File: src/hw/eth_loop_cfg.svh
// Loopback core configuration
`ifndef ETH_LOOP_CFG_SVH
`define ETH_LOOP_CFG_SVH

// FIFO depth is 2**FIFO_ADDR_W bytes
`define FIFO_ADDR_W 8

// Accepted frame length range in bytes, scaled down for simulation
`define MIN_FRAME_LEN 16
`define MAX_FRAME_LEN 128

// Inter-frame gap after reset, in cycles
`define DEFAULT_IFG 12

// Statistics counter and register data width
`define CNT_W 16

`endif

File: src/hw/eth_frame_pkg.sv
// Frame path types
package eth_frame_pkg;

    // Receive framer states
    typedef enum logic [1:0] {
        RX_IDLE    = 2'd0,
        // Forwarding bytes into the FIFO
        RX_FRAME   = 2'd1,
        // Frame began while receive was disabled
        RX_DISCARD = 2'd2
    } rx_state_e;

    // Transmit framer states
    typedef enum logic [1:0] {
        TX_IDLE = 2'd0,
        TX_SEND = 2'd1,
        // Holding the inter-frame gap
        TX_GAP  = 2'd2
    } tx_state_e;

endpackage

File: src/hw/loop_reg_pkg.sv
// Register map types
package loop_reg_pkg;

    // Register addresses
    typedef enum logic [2:0] {
        // rx_enable in bit 0, tx_enable in bit 1
        REG_CTRL = 3'd0,
        // Inter-frame gap in cycles
        REG_IFG  = 3'd1,
        // Read-only frame statistics
        REG_GOOD = 3'd2,
        REG_BAD  = 3'd3,
        REG_DROP = 3'd4
    } reg_addr_e;

endpackage

File: src/hw/eth_loop_top.sv
// Ethernet frame loopback core
`include "eth_loop_cfg.svh"

module eth_loop_top (
    input  logic                    clk,
    input  logic                    rst_n,
    input  logic [7:0]              rxd,
    input  logic                    rx_dv,
    input  logic                    rx_er,
    output logic [7:0]              txd,
    output logic                    tx_en,
    input  logic                    cfg_wr,
    input  loop_reg_pkg::reg_addr_e cfg_addr,
    input  logic [`CNT_W-1:0]       cfg_wdata,
    output logic [`CNT_W-1:0]       cfg_rdata
);

    // Control levels and statistics pulses
    logic       rx_enable;
    logic       tx_enable;
    logic [7:0] ifg;
    logic       stat_good;
    logic       stat_bad;
    logic       stat_drop;

    // Receive side into the FIFO
    logic       wr_en;
    logic [7:0] wr_data;
    logic       frame_end;
    logic       frame_good;

    // FIFO out to the transmit side
    logic       frame_avail;
    logic       rd_en;
    logic [7:0] rd_data;
    logic       rd_last;

    loop_cfg_regs loop_cfg_regs_inst (.*);

    gmii_rx_frame gmii_rx_frame_inst (.*);

    frame_fifo frame_fifo_inst (.*);

    gmii_tx_frame gmii_tx_frame_inst (.*);

endmodule

File: src/hw/frame_fifo.sv
// Frame FIFO with per-frame commit
`include "eth_loop_cfg.svh"

module frame_fifo (
    input  logic       clk,
    input  logic       rst_n,
    input  logic       wr_en,
    input  logic [7:0] wr_data,
    input  logic       frame_end,
    input  logic       frame_good,
    output logic       frame_avail,
    input  logic       rd_en,
    output logic [7:0] rd_data,
    output logic       rd_last,
    output logic       stat_good,
    output logic       stat_drop
);

    // Entry is {last flag, data byte}
    logic [8:0]            mem [2**`FIFO_ADDR_W];
    logic [`FIFO_ADDR_W:0] wr_ptr;
    logic [`FIFO_ADDR_W:0] commit_ptr;
    logic [`FIFO_ADDR_W:0] rd_ptr;
    logic [`FIFO_ADDR_W:0] frame_cnt;
    // Byte held back until we know whether it ends the frame
    logic [7:0]            pend_data;
    logic                  pend_valid;
    logic                  overflow;
    logic                  full;
    logic                  mem_wr;
    logic                  commit;
    logic                  frame_read;

    assign full = (wr_ptr[`FIFO_ADDR_W] != rd_ptr[`FIFO_ADDR_W])
               && (wr_ptr[`FIFO_ADDR_W-1:0] == rd_ptr[`FIFO_ADDR_W-1:0]);
    assign mem_wr      = pend_valid && (wr_en || frame_end) && !overflow && !full;
    assign commit      = frame_end && frame_good && mem_wr;
    assign frame_read  = rd_en && rd_last;
    assign frame_avail = (frame_cnt != '0);
    assign rd_data     = mem[rd_ptr[`FIFO_ADDR_W-1:0]][7:0];
    assign rd_last     = mem[rd_ptr[`FIFO_ADDR_W-1:0]][8];

    always_ff @(posedge clk) begin
        if (mem_wr) begin
            mem[wr_ptr[`FIFO_ADDR_W-1:0]] <= {frame_end, pend_data};
        end
        if (wr_en) begin
            pend_data <= wr_data;
        end
    end

    always_ff @(posedge clk) begin
        if (!rst_n) begin
            wr_ptr     <= '0;
            commit_ptr <= '0;
            rd_ptr     <= '0;
            frame_cnt  <= '0;
            pend_valid <= 1'b0;
            overflow   <= 1'b0;
            stat_good  <= 1'b0;
            stat_drop  <= 1'b0;
        end else begin
            stat_good <= commit;
            stat_drop <= frame_end && frame_good && !commit;
            if (frame_end) begin
                // Keep the frame or rewind to the last committed one
                pend_valid <= 1'b0;
                overflow   <= 1'b0;
                if (commit) begin
                    wr_ptr     <= wr_ptr + 1'b1;
                    commit_ptr <= wr_ptr + 1'b1;
                end else begin
                    wr_ptr <= commit_ptr;
                end
            end else begin
                if (wr_en) begin
                    pend_valid <= 1'b1;
                end
                if (wr_en && pend_valid && full) begin
                    overflow <= 1'b1;
                end
                if (mem_wr) begin
                    wr_ptr <= wr_ptr + 1'b1;
                end
            end
            if (rd_en) begin
                rd_ptr <= rd_ptr + 1'b1;
            end
            case ({commit, frame_read})
                2'b10:   frame_cnt <= frame_cnt + 1'b1;
                2'b01:   frame_cnt <= frame_cnt - 1'b1;
                default: ;
            endcase
        end
    end

endmodule

File: src/hw/gmii_rx_frame.sv
// GMII receive framer
`include "eth_loop_cfg.svh"

module gmii_rx_frame (
    input  logic       clk,
    input  logic       rst_n,
    input  logic [7:0] rxd,
    input  logic       rx_dv,
    input  logic       rx_er,
    input  logic       rx_enable,
    output logic       wr_en,
    output logic [7:0] wr_data,
    output logic       frame_end,
    output logic       frame_good,
    output logic       stat_bad
);

    import eth_frame_pkg::*;

    // Wide enough to count past the maximum length
    localparam int LEN_W = $clog2(`MAX_FRAME_LEN + 2);

    rx_state_e        state;
    logic [LEN_W-1:0] frame_len;
    logic             frame_err;
    logic             len_ok;

    assign len_ok = (frame_len >= LEN_W'(`MIN_FRAME_LEN))
                 && (frame_len <= LEN_W'(`MAX_FRAME_LEN));

    always_ff @(posedge clk) begin
        if (!rst_n) begin
            state     <= RX_IDLE;
            wr_en     <= 1'b0;
            frame_end <= 1'b0;
            stat_bad  <= 1'b0;
            frame_len <= '0;
            frame_err <= 1'b0;
        end else begin
            wr_en     <= 1'b0;
            frame_end <= 1'b0;
            stat_bad  <= 1'b0;
            case (state)
                RX_IDLE: begin
                    // Accept or ignore the whole frame at its first byte
                    if (rx_dv && rx_enable) begin
                        state     <= RX_FRAME;
                        wr_en     <= 1'b1;
                        frame_len <= LEN_W'(1);
                        frame_err <= rx_er;
                    end else if (rx_dv) begin
                        state <= RX_DISCARD;
                    end
                end
                RX_FRAME: begin
                    if (rx_dv) begin
                        wr_en     <= 1'b1;
                        frame_err <= frame_err | rx_er;
                        if (frame_len != '1) begin
                            frame_len <= frame_len + 1'b1;
                        end
                    end else begin
                        state     <= RX_IDLE;
                        frame_end <= 1'b1;
                        stat_bad  <= frame_err || !len_ok;
                    end
                end
                RX_DISCARD: begin
                    if (!rx_dv) begin
                        state <= RX_IDLE;
                    end
                end
                default: state <= RX_IDLE;
            endcase
        end
    end

    // Verdict settles once the frame's last byte is counted
    always_ff @(posedge clk) begin
        wr_data    <= rxd;
        frame_good <= !frame_err && len_ok;
    end

endmodule

File: src/hw/gmii_tx_frame.sv
// GMII transmit framer
module gmii_tx_frame (
    input  logic       clk,
    input  logic       rst_n,
    input  logic       frame_avail,
    input  logic [7:0] rd_data,
    input  logic       rd_last,
    output logic       rd_en,
    input  logic       tx_enable,
    input  logic [7:0] ifg,
    output logic [7:0] txd,
    output logic       tx_en
);

    import eth_frame_pkg::*;

    tx_state_e  state;
    logic [7:0] gap_cnt;

    // Head byte is read ahead, so the first one leaves on the start cycle
    assign rd_en = (state == TX_SEND) || ((state == TX_IDLE) && frame_avail && tx_enable);

    always_ff @(posedge clk) begin
        if (!rst_n) begin
            state   <= TX_IDLE;
            gap_cnt <= '0;
            tx_en   <= 1'b0;
        end else begin
            tx_en <= rd_en;
            case (state)
                TX_IDLE: begin
                    if (rd_en) begin
                        state   <= rd_last ? TX_GAP : TX_SEND;
                        gap_cnt <= 8'd1;
                    end
                end
                TX_SEND: begin
                    if (rd_last) begin
                        state   <= TX_GAP;
                        gap_cnt <= 8'd1;
                    end
                end
                TX_GAP: begin
                    // First gap cycle still carries the last byte
                    if (gap_cnt >= ifg) begin
                        state <= TX_IDLE;
                    end else begin
                        gap_cnt <= gap_cnt + 1'b1;
                    end
                end
                default: state <= TX_IDLE;
            endcase
        end
    end

    always_ff @(posedge clk) begin
        txd <= rd_en ? rd_data : 8'h00;
    end

endmodule

File: src/hw/loop_cfg_regs.sv
// Control and statistics registers
`include "eth_loop_cfg.svh"

module loop_cfg_regs (
    input  logic                    clk,
    input  logic                    rst_n,
    input  logic                    cfg_wr,
    input  loop_reg_pkg::reg_addr_e cfg_addr,
    input  logic [`CNT_W-1:0]       cfg_wdata,
    output logic [`CNT_W-1:0]       cfg_rdata,
    input  logic                    stat_good,
    input  logic                    stat_bad,
    input  logic                    stat_drop,
    output logic                    rx_enable,
    output logic                    tx_enable,
    output logic [7:0]              ifg
);

    import loop_reg_pkg::*;

    // Good, bad and drop, in that order
    logic [2:0]        stat_pulse;
    logic [`CNT_W-1:0] stat_cnt [3];

    assign stat_pulse = {stat_drop, stat_bad, stat_good};

    always_ff @(posedge clk) begin
        if (!rst_n) begin
            rx_enable <= 1'b1;
            tx_enable <= 1'b1;
            ifg       <= 8'(`DEFAULT_IFG);
        end else if (cfg_wr) begin
            case (cfg_addr)
                REG_CTRL: begin
                    rx_enable <= cfg_wdata[0];
                    tx_enable <= cfg_wdata[1];
                end
                REG_IFG: ifg <= cfg_wdata[7:0];
                default: ;
            endcase
        end
    end

    // Counters stick at all ones
    always_ff @(posedge clk) begin
        for (int i = 0; i < 3; i++) begin
            if (!rst_n) begin
                stat_cnt[i] <= '0;
            end else if (stat_pulse[i] && (stat_cnt[i] != '1)) begin
                stat_cnt[i] <= stat_cnt[i] + 1'b1;
            end
        end
    end

    always_comb begin
        case (cfg_addr)
            REG_CTRL: cfg_rdata = `CNT_W'({tx_enable, rx_enable});
            REG_IFG:  cfg_rdata = `CNT_W'(ifg);
            REG_GOOD: cfg_rdata = stat_cnt[0];
            REG_BAD:  cfg_rdata = stat_cnt[1];
            REG_DROP: cfg_rdata = stat_cnt[2];
            default:  cfg_rdata = '0;
        endcase
    end

endmodule

File: config.mk
export PLATFORM = sky130hd
export DESIGN_NAME = eth_loop_top
export DESIGN_NICKNAME = d
export VERILOG_FILES = /design/src/hw/eth_frame_pkg.sv /design/src/hw/loop_reg_pkg.sv /design/src/hw/eth_loop_top.sv /design/src/hw/frame_fifo.sv /design/src/hw/gmii_rx_frame.sv /design/src/hw/gmii_tx_frame.sv /design/src/hw/loop_cfg_regs.sv
export VERILOG_INCLUDE_DIRS = /design/src /design/src/hw
export SDC_FILE = /design/constraint.sdc
export NUM_CORES = 2
export LEC_CHECK = 0
export ABC_AREA = 1
export BUFFER_PORTS_ARGS = -buffer_cell sky130_fd_sc_hd__buf_2
export CAP_MARGIN = 15
export CORE_MARGIN = 4
export CORE_UTILIZATION = 40
export DETAILED_ROUTE_END_ITERATION = 8
export GPL_TIMING_DRIVEN = 1
export PLACE_DENSITY = 0.54
export SYNTH_ARGS = -nofsm -noshare
export SYNTH_HDL_FRONTEND = slang
export SYNTH_SLANG_ARGS = --single-unit
File: constraint.sdc
create_clock -name clk -period 9.2 [get_ports clk]
set_clock_uncertainty 0.1 [all_clocks]
set_input_delay 0.46 -clock clk [delete_from_list [all_inputs] [get_ports clk]]
set_output_delay 0.46 -clock clk [all_outputs]
set_load 0.01 [all_outputs]
==> flow_metrics.tcl <==
set metrics [dict create \
    post-route-util 0.450 \
    cp.required_ps 9880 \
    synth_fp_nets 8223 \
    synth_edf_count 2360 \
    nFillCells 22200 \
    grt_pass1_wl_mm 409 \
    synth.distinct_cells 51 \
    setup_viol 0 \
    avgSynthCellArea_um2 12.2 \
    synthFlopType "edfxtp_1" \
    syn_inst 8161 \
    end_kind "register" \
    nNetsFinal 8127 \
    cp_num_buf_inv 4 \
    post_drt_wl_per_cell_um 24.1 \
    synth_warnings 0 \
    max_slew_margin 0.210 \
    grt_overflow 0 \
    tritoncts "done" \
    worst_path_max_delay_cell "dfxtp_4" \
    area_growth_syn_to_layout_pct 11.7 \
    path_depth 25 \
    final_common_cell "edfxtp_1" \
    whs_path_depth 2 \
    fp-row-count 182 \
    yosysSeqAreaShare 0.734 \
    grt_setup_unrepaired "false" \
    grt_antenna_before_repair 5 \
    finalCriticalPeriod_ps 6150 \
    ctsResizeCount 0 \
    routabilityCongestion 0.829 \
    ant_nets 0 \
    worst_path_most_repeated_cell "nand3_1" \
    worstMarginPinSlew_ps 1180 \
    dp_hpwl_mm 151 \
    drt_pass1_iterations 7 \
    finalSetupTns_ps 0 \
    grt_usage 0.211 \
    die_w_um 506 \
    cts_sinks 2460 \
    die-area_um2 256000 \
    synthesis.area_um2 99300 \
    port_buffers 48 \
    htreeDepth 5 \
    numCtsBuffers 275 \
    die_h_um 506 \
    critPathKind "reg -> reg" \
    hp-class "in -> reg" \
    grt_pass1_vias 61100 \
    power_density_nw_per_um2 275 \
    start_util 0.403 \
    vias 64400 \
    worstRegToRegCells 25 \
    drive_above_1_share 0.0654 \
    clockRootBuffer "clkbuf_16" \
    core_area_um2 247000 \
    drt_iter0_markers 6793 \
    period_share 0.668 \
    io_pins 57 \
    vias_per_cell 5.57 \
    grt_max_degree 200 \
    clock_latency_ps 930 \
    finalHoldViolCount 0 \
    post-cts-setup-buffers 0 \
    fmax_ghz 0.163 \
    path_delay_family "simple AND/OR/NAND/NOR gates" \
    async_flop_share 0 \
    crit_arrival_ps 6830 \
    path_clk_slew_ps 60 \
    p_leak_uw 0.0362 \
    cp_max_fo 120 \
    slowest_delay_ps 1000 \
    status "complete, no violations" \
    cap_violations 0 \
    irDropWorstVdd_mv 0.232 \
    wirelength_mm 278 \
    drv_slew 0 \
    drc 0 \
    most-common-layout-cells "2360 x edfxtp_1, 1424 x nor2_1, 918 x nand2_1" \
    ys_ff_latch 2460 \
    start_kind "register" \
    cts_buffer_depth 4 \
]
==> state kept, by name, indices dropped and copies added, names as in the netlist, 9 cells and up, named ones only <==
name and cells:
frame_fifo_inst.commit_ptr 9, frame_fifo_inst.frame_cnt 9, frame_fifo_inst.mem 2304, frame_fifo_inst.rd_ptr 9, frame_fifo_inst.wr_ptr 9, loop_cfg_regs_inst.stat_cnt 48
==> metal layers <==
metal,vias to the layer above,part of all wire,GRT usage
met2,2360,0.46,0.331
met1,32000,0.44,0.301
met5,-,0.000047,0
li1,29500,-,-
met4,2,0.032,0.0690
met3,438,0.071,0.0343
==> stage by stage <==
step / instance area, µm² / hold slack [ps] / total power [µW] / setup WS [ps] / std cells
2_1_floorplan: 99300 / 286 / 18100 / 2320 / 8161
6_report: 111000 / 91.6 / 30500 / 3050 / 11600
4_1_cts: 111000 / 11.3 / 30700 / 3240 / 11600
3_3_place_gp: 102000 / 289 / 20300 / 3200 / 11100
3_5_place_dp: 102000 / 289 / 20400 / 3280 / 11100
5_1_grt: 111000 / 43.2 / 32000 / 2870 / 11600
==> where the power goes <==
part	switching [µW]	internal (µW)
Clock	4250	6050
Combinational	5550	2130
Sequential	172	12400
Total	9960	20600
==> final timing paths <==
path,start,end,slack [ps]
worst min register to register,gmii_rx_frame_inst.wr_data[0]$_DFF_P_,frame_fifo_inst.pend_data[0]$_DFFE_PP_,300
worst max-delay path,register,frame_fifo_inst.frame_cnt[7]$_SDFFE_PN0P_,3050
worst min-delay path,rxd[6],gmii_rx_frame_inst.wr_data[6]$_DFF_P_,90
worst max register to register,register,frame_fifo_inst.frame_cnt[7]$_SDFFE_PN0P_,3050
==> area by class of cell <==
type	instances	area (µm²)	share of cell area
sequential	2460	72900	0.657
multi-input combinational	4981	23300	0.210
clock buffer	359	7470	0.0673
tap	3312	4140	0.0373
timing repair buffer	187	1690	0.0153
clock inverter	105	812	0.00732
inverter	160	646	0.00582
antenna	3	7.51	0.0000676
==> synth_stat cells, types with 29 or more instances <==
cell,n,area [µm²]
a21oi_1,58,290
buf_2,169,846
buf_4,40,300
clkbuf_1,287,1080
dfxtp_1,100,2000
edfxtp_1,2360,70900
ha_1,29,363
inv_1,149,559
nand2_1,919,3450
nand3_1,738,3690
nand4_1,30,188
nor2_1,1424,5350
nor3_1,32,160
o21ai_0,900,4500
o21ai_1,204,1020
o22ai_1,530,3320
==> what timing repair did <==
action                                 4_1_cts  5_1_grt
endpoints found under the hold margin       26        0
setup endpoints to repair                    0        0
hold buffers                                29        0
==> cell families after synthesis <==
family | Yosys count | share of synthesized area
simple gates | 3173 | 0.132
flops | 2460 | 0.734
compound gates | 1747 | 0.0962
buf+inv | 720 | 0.0322
xor+xnor | 31 | 0.00273
fa+ha+maj | 30 | 0.00385
Note: power is estimated with default switching activity, not from simulation.
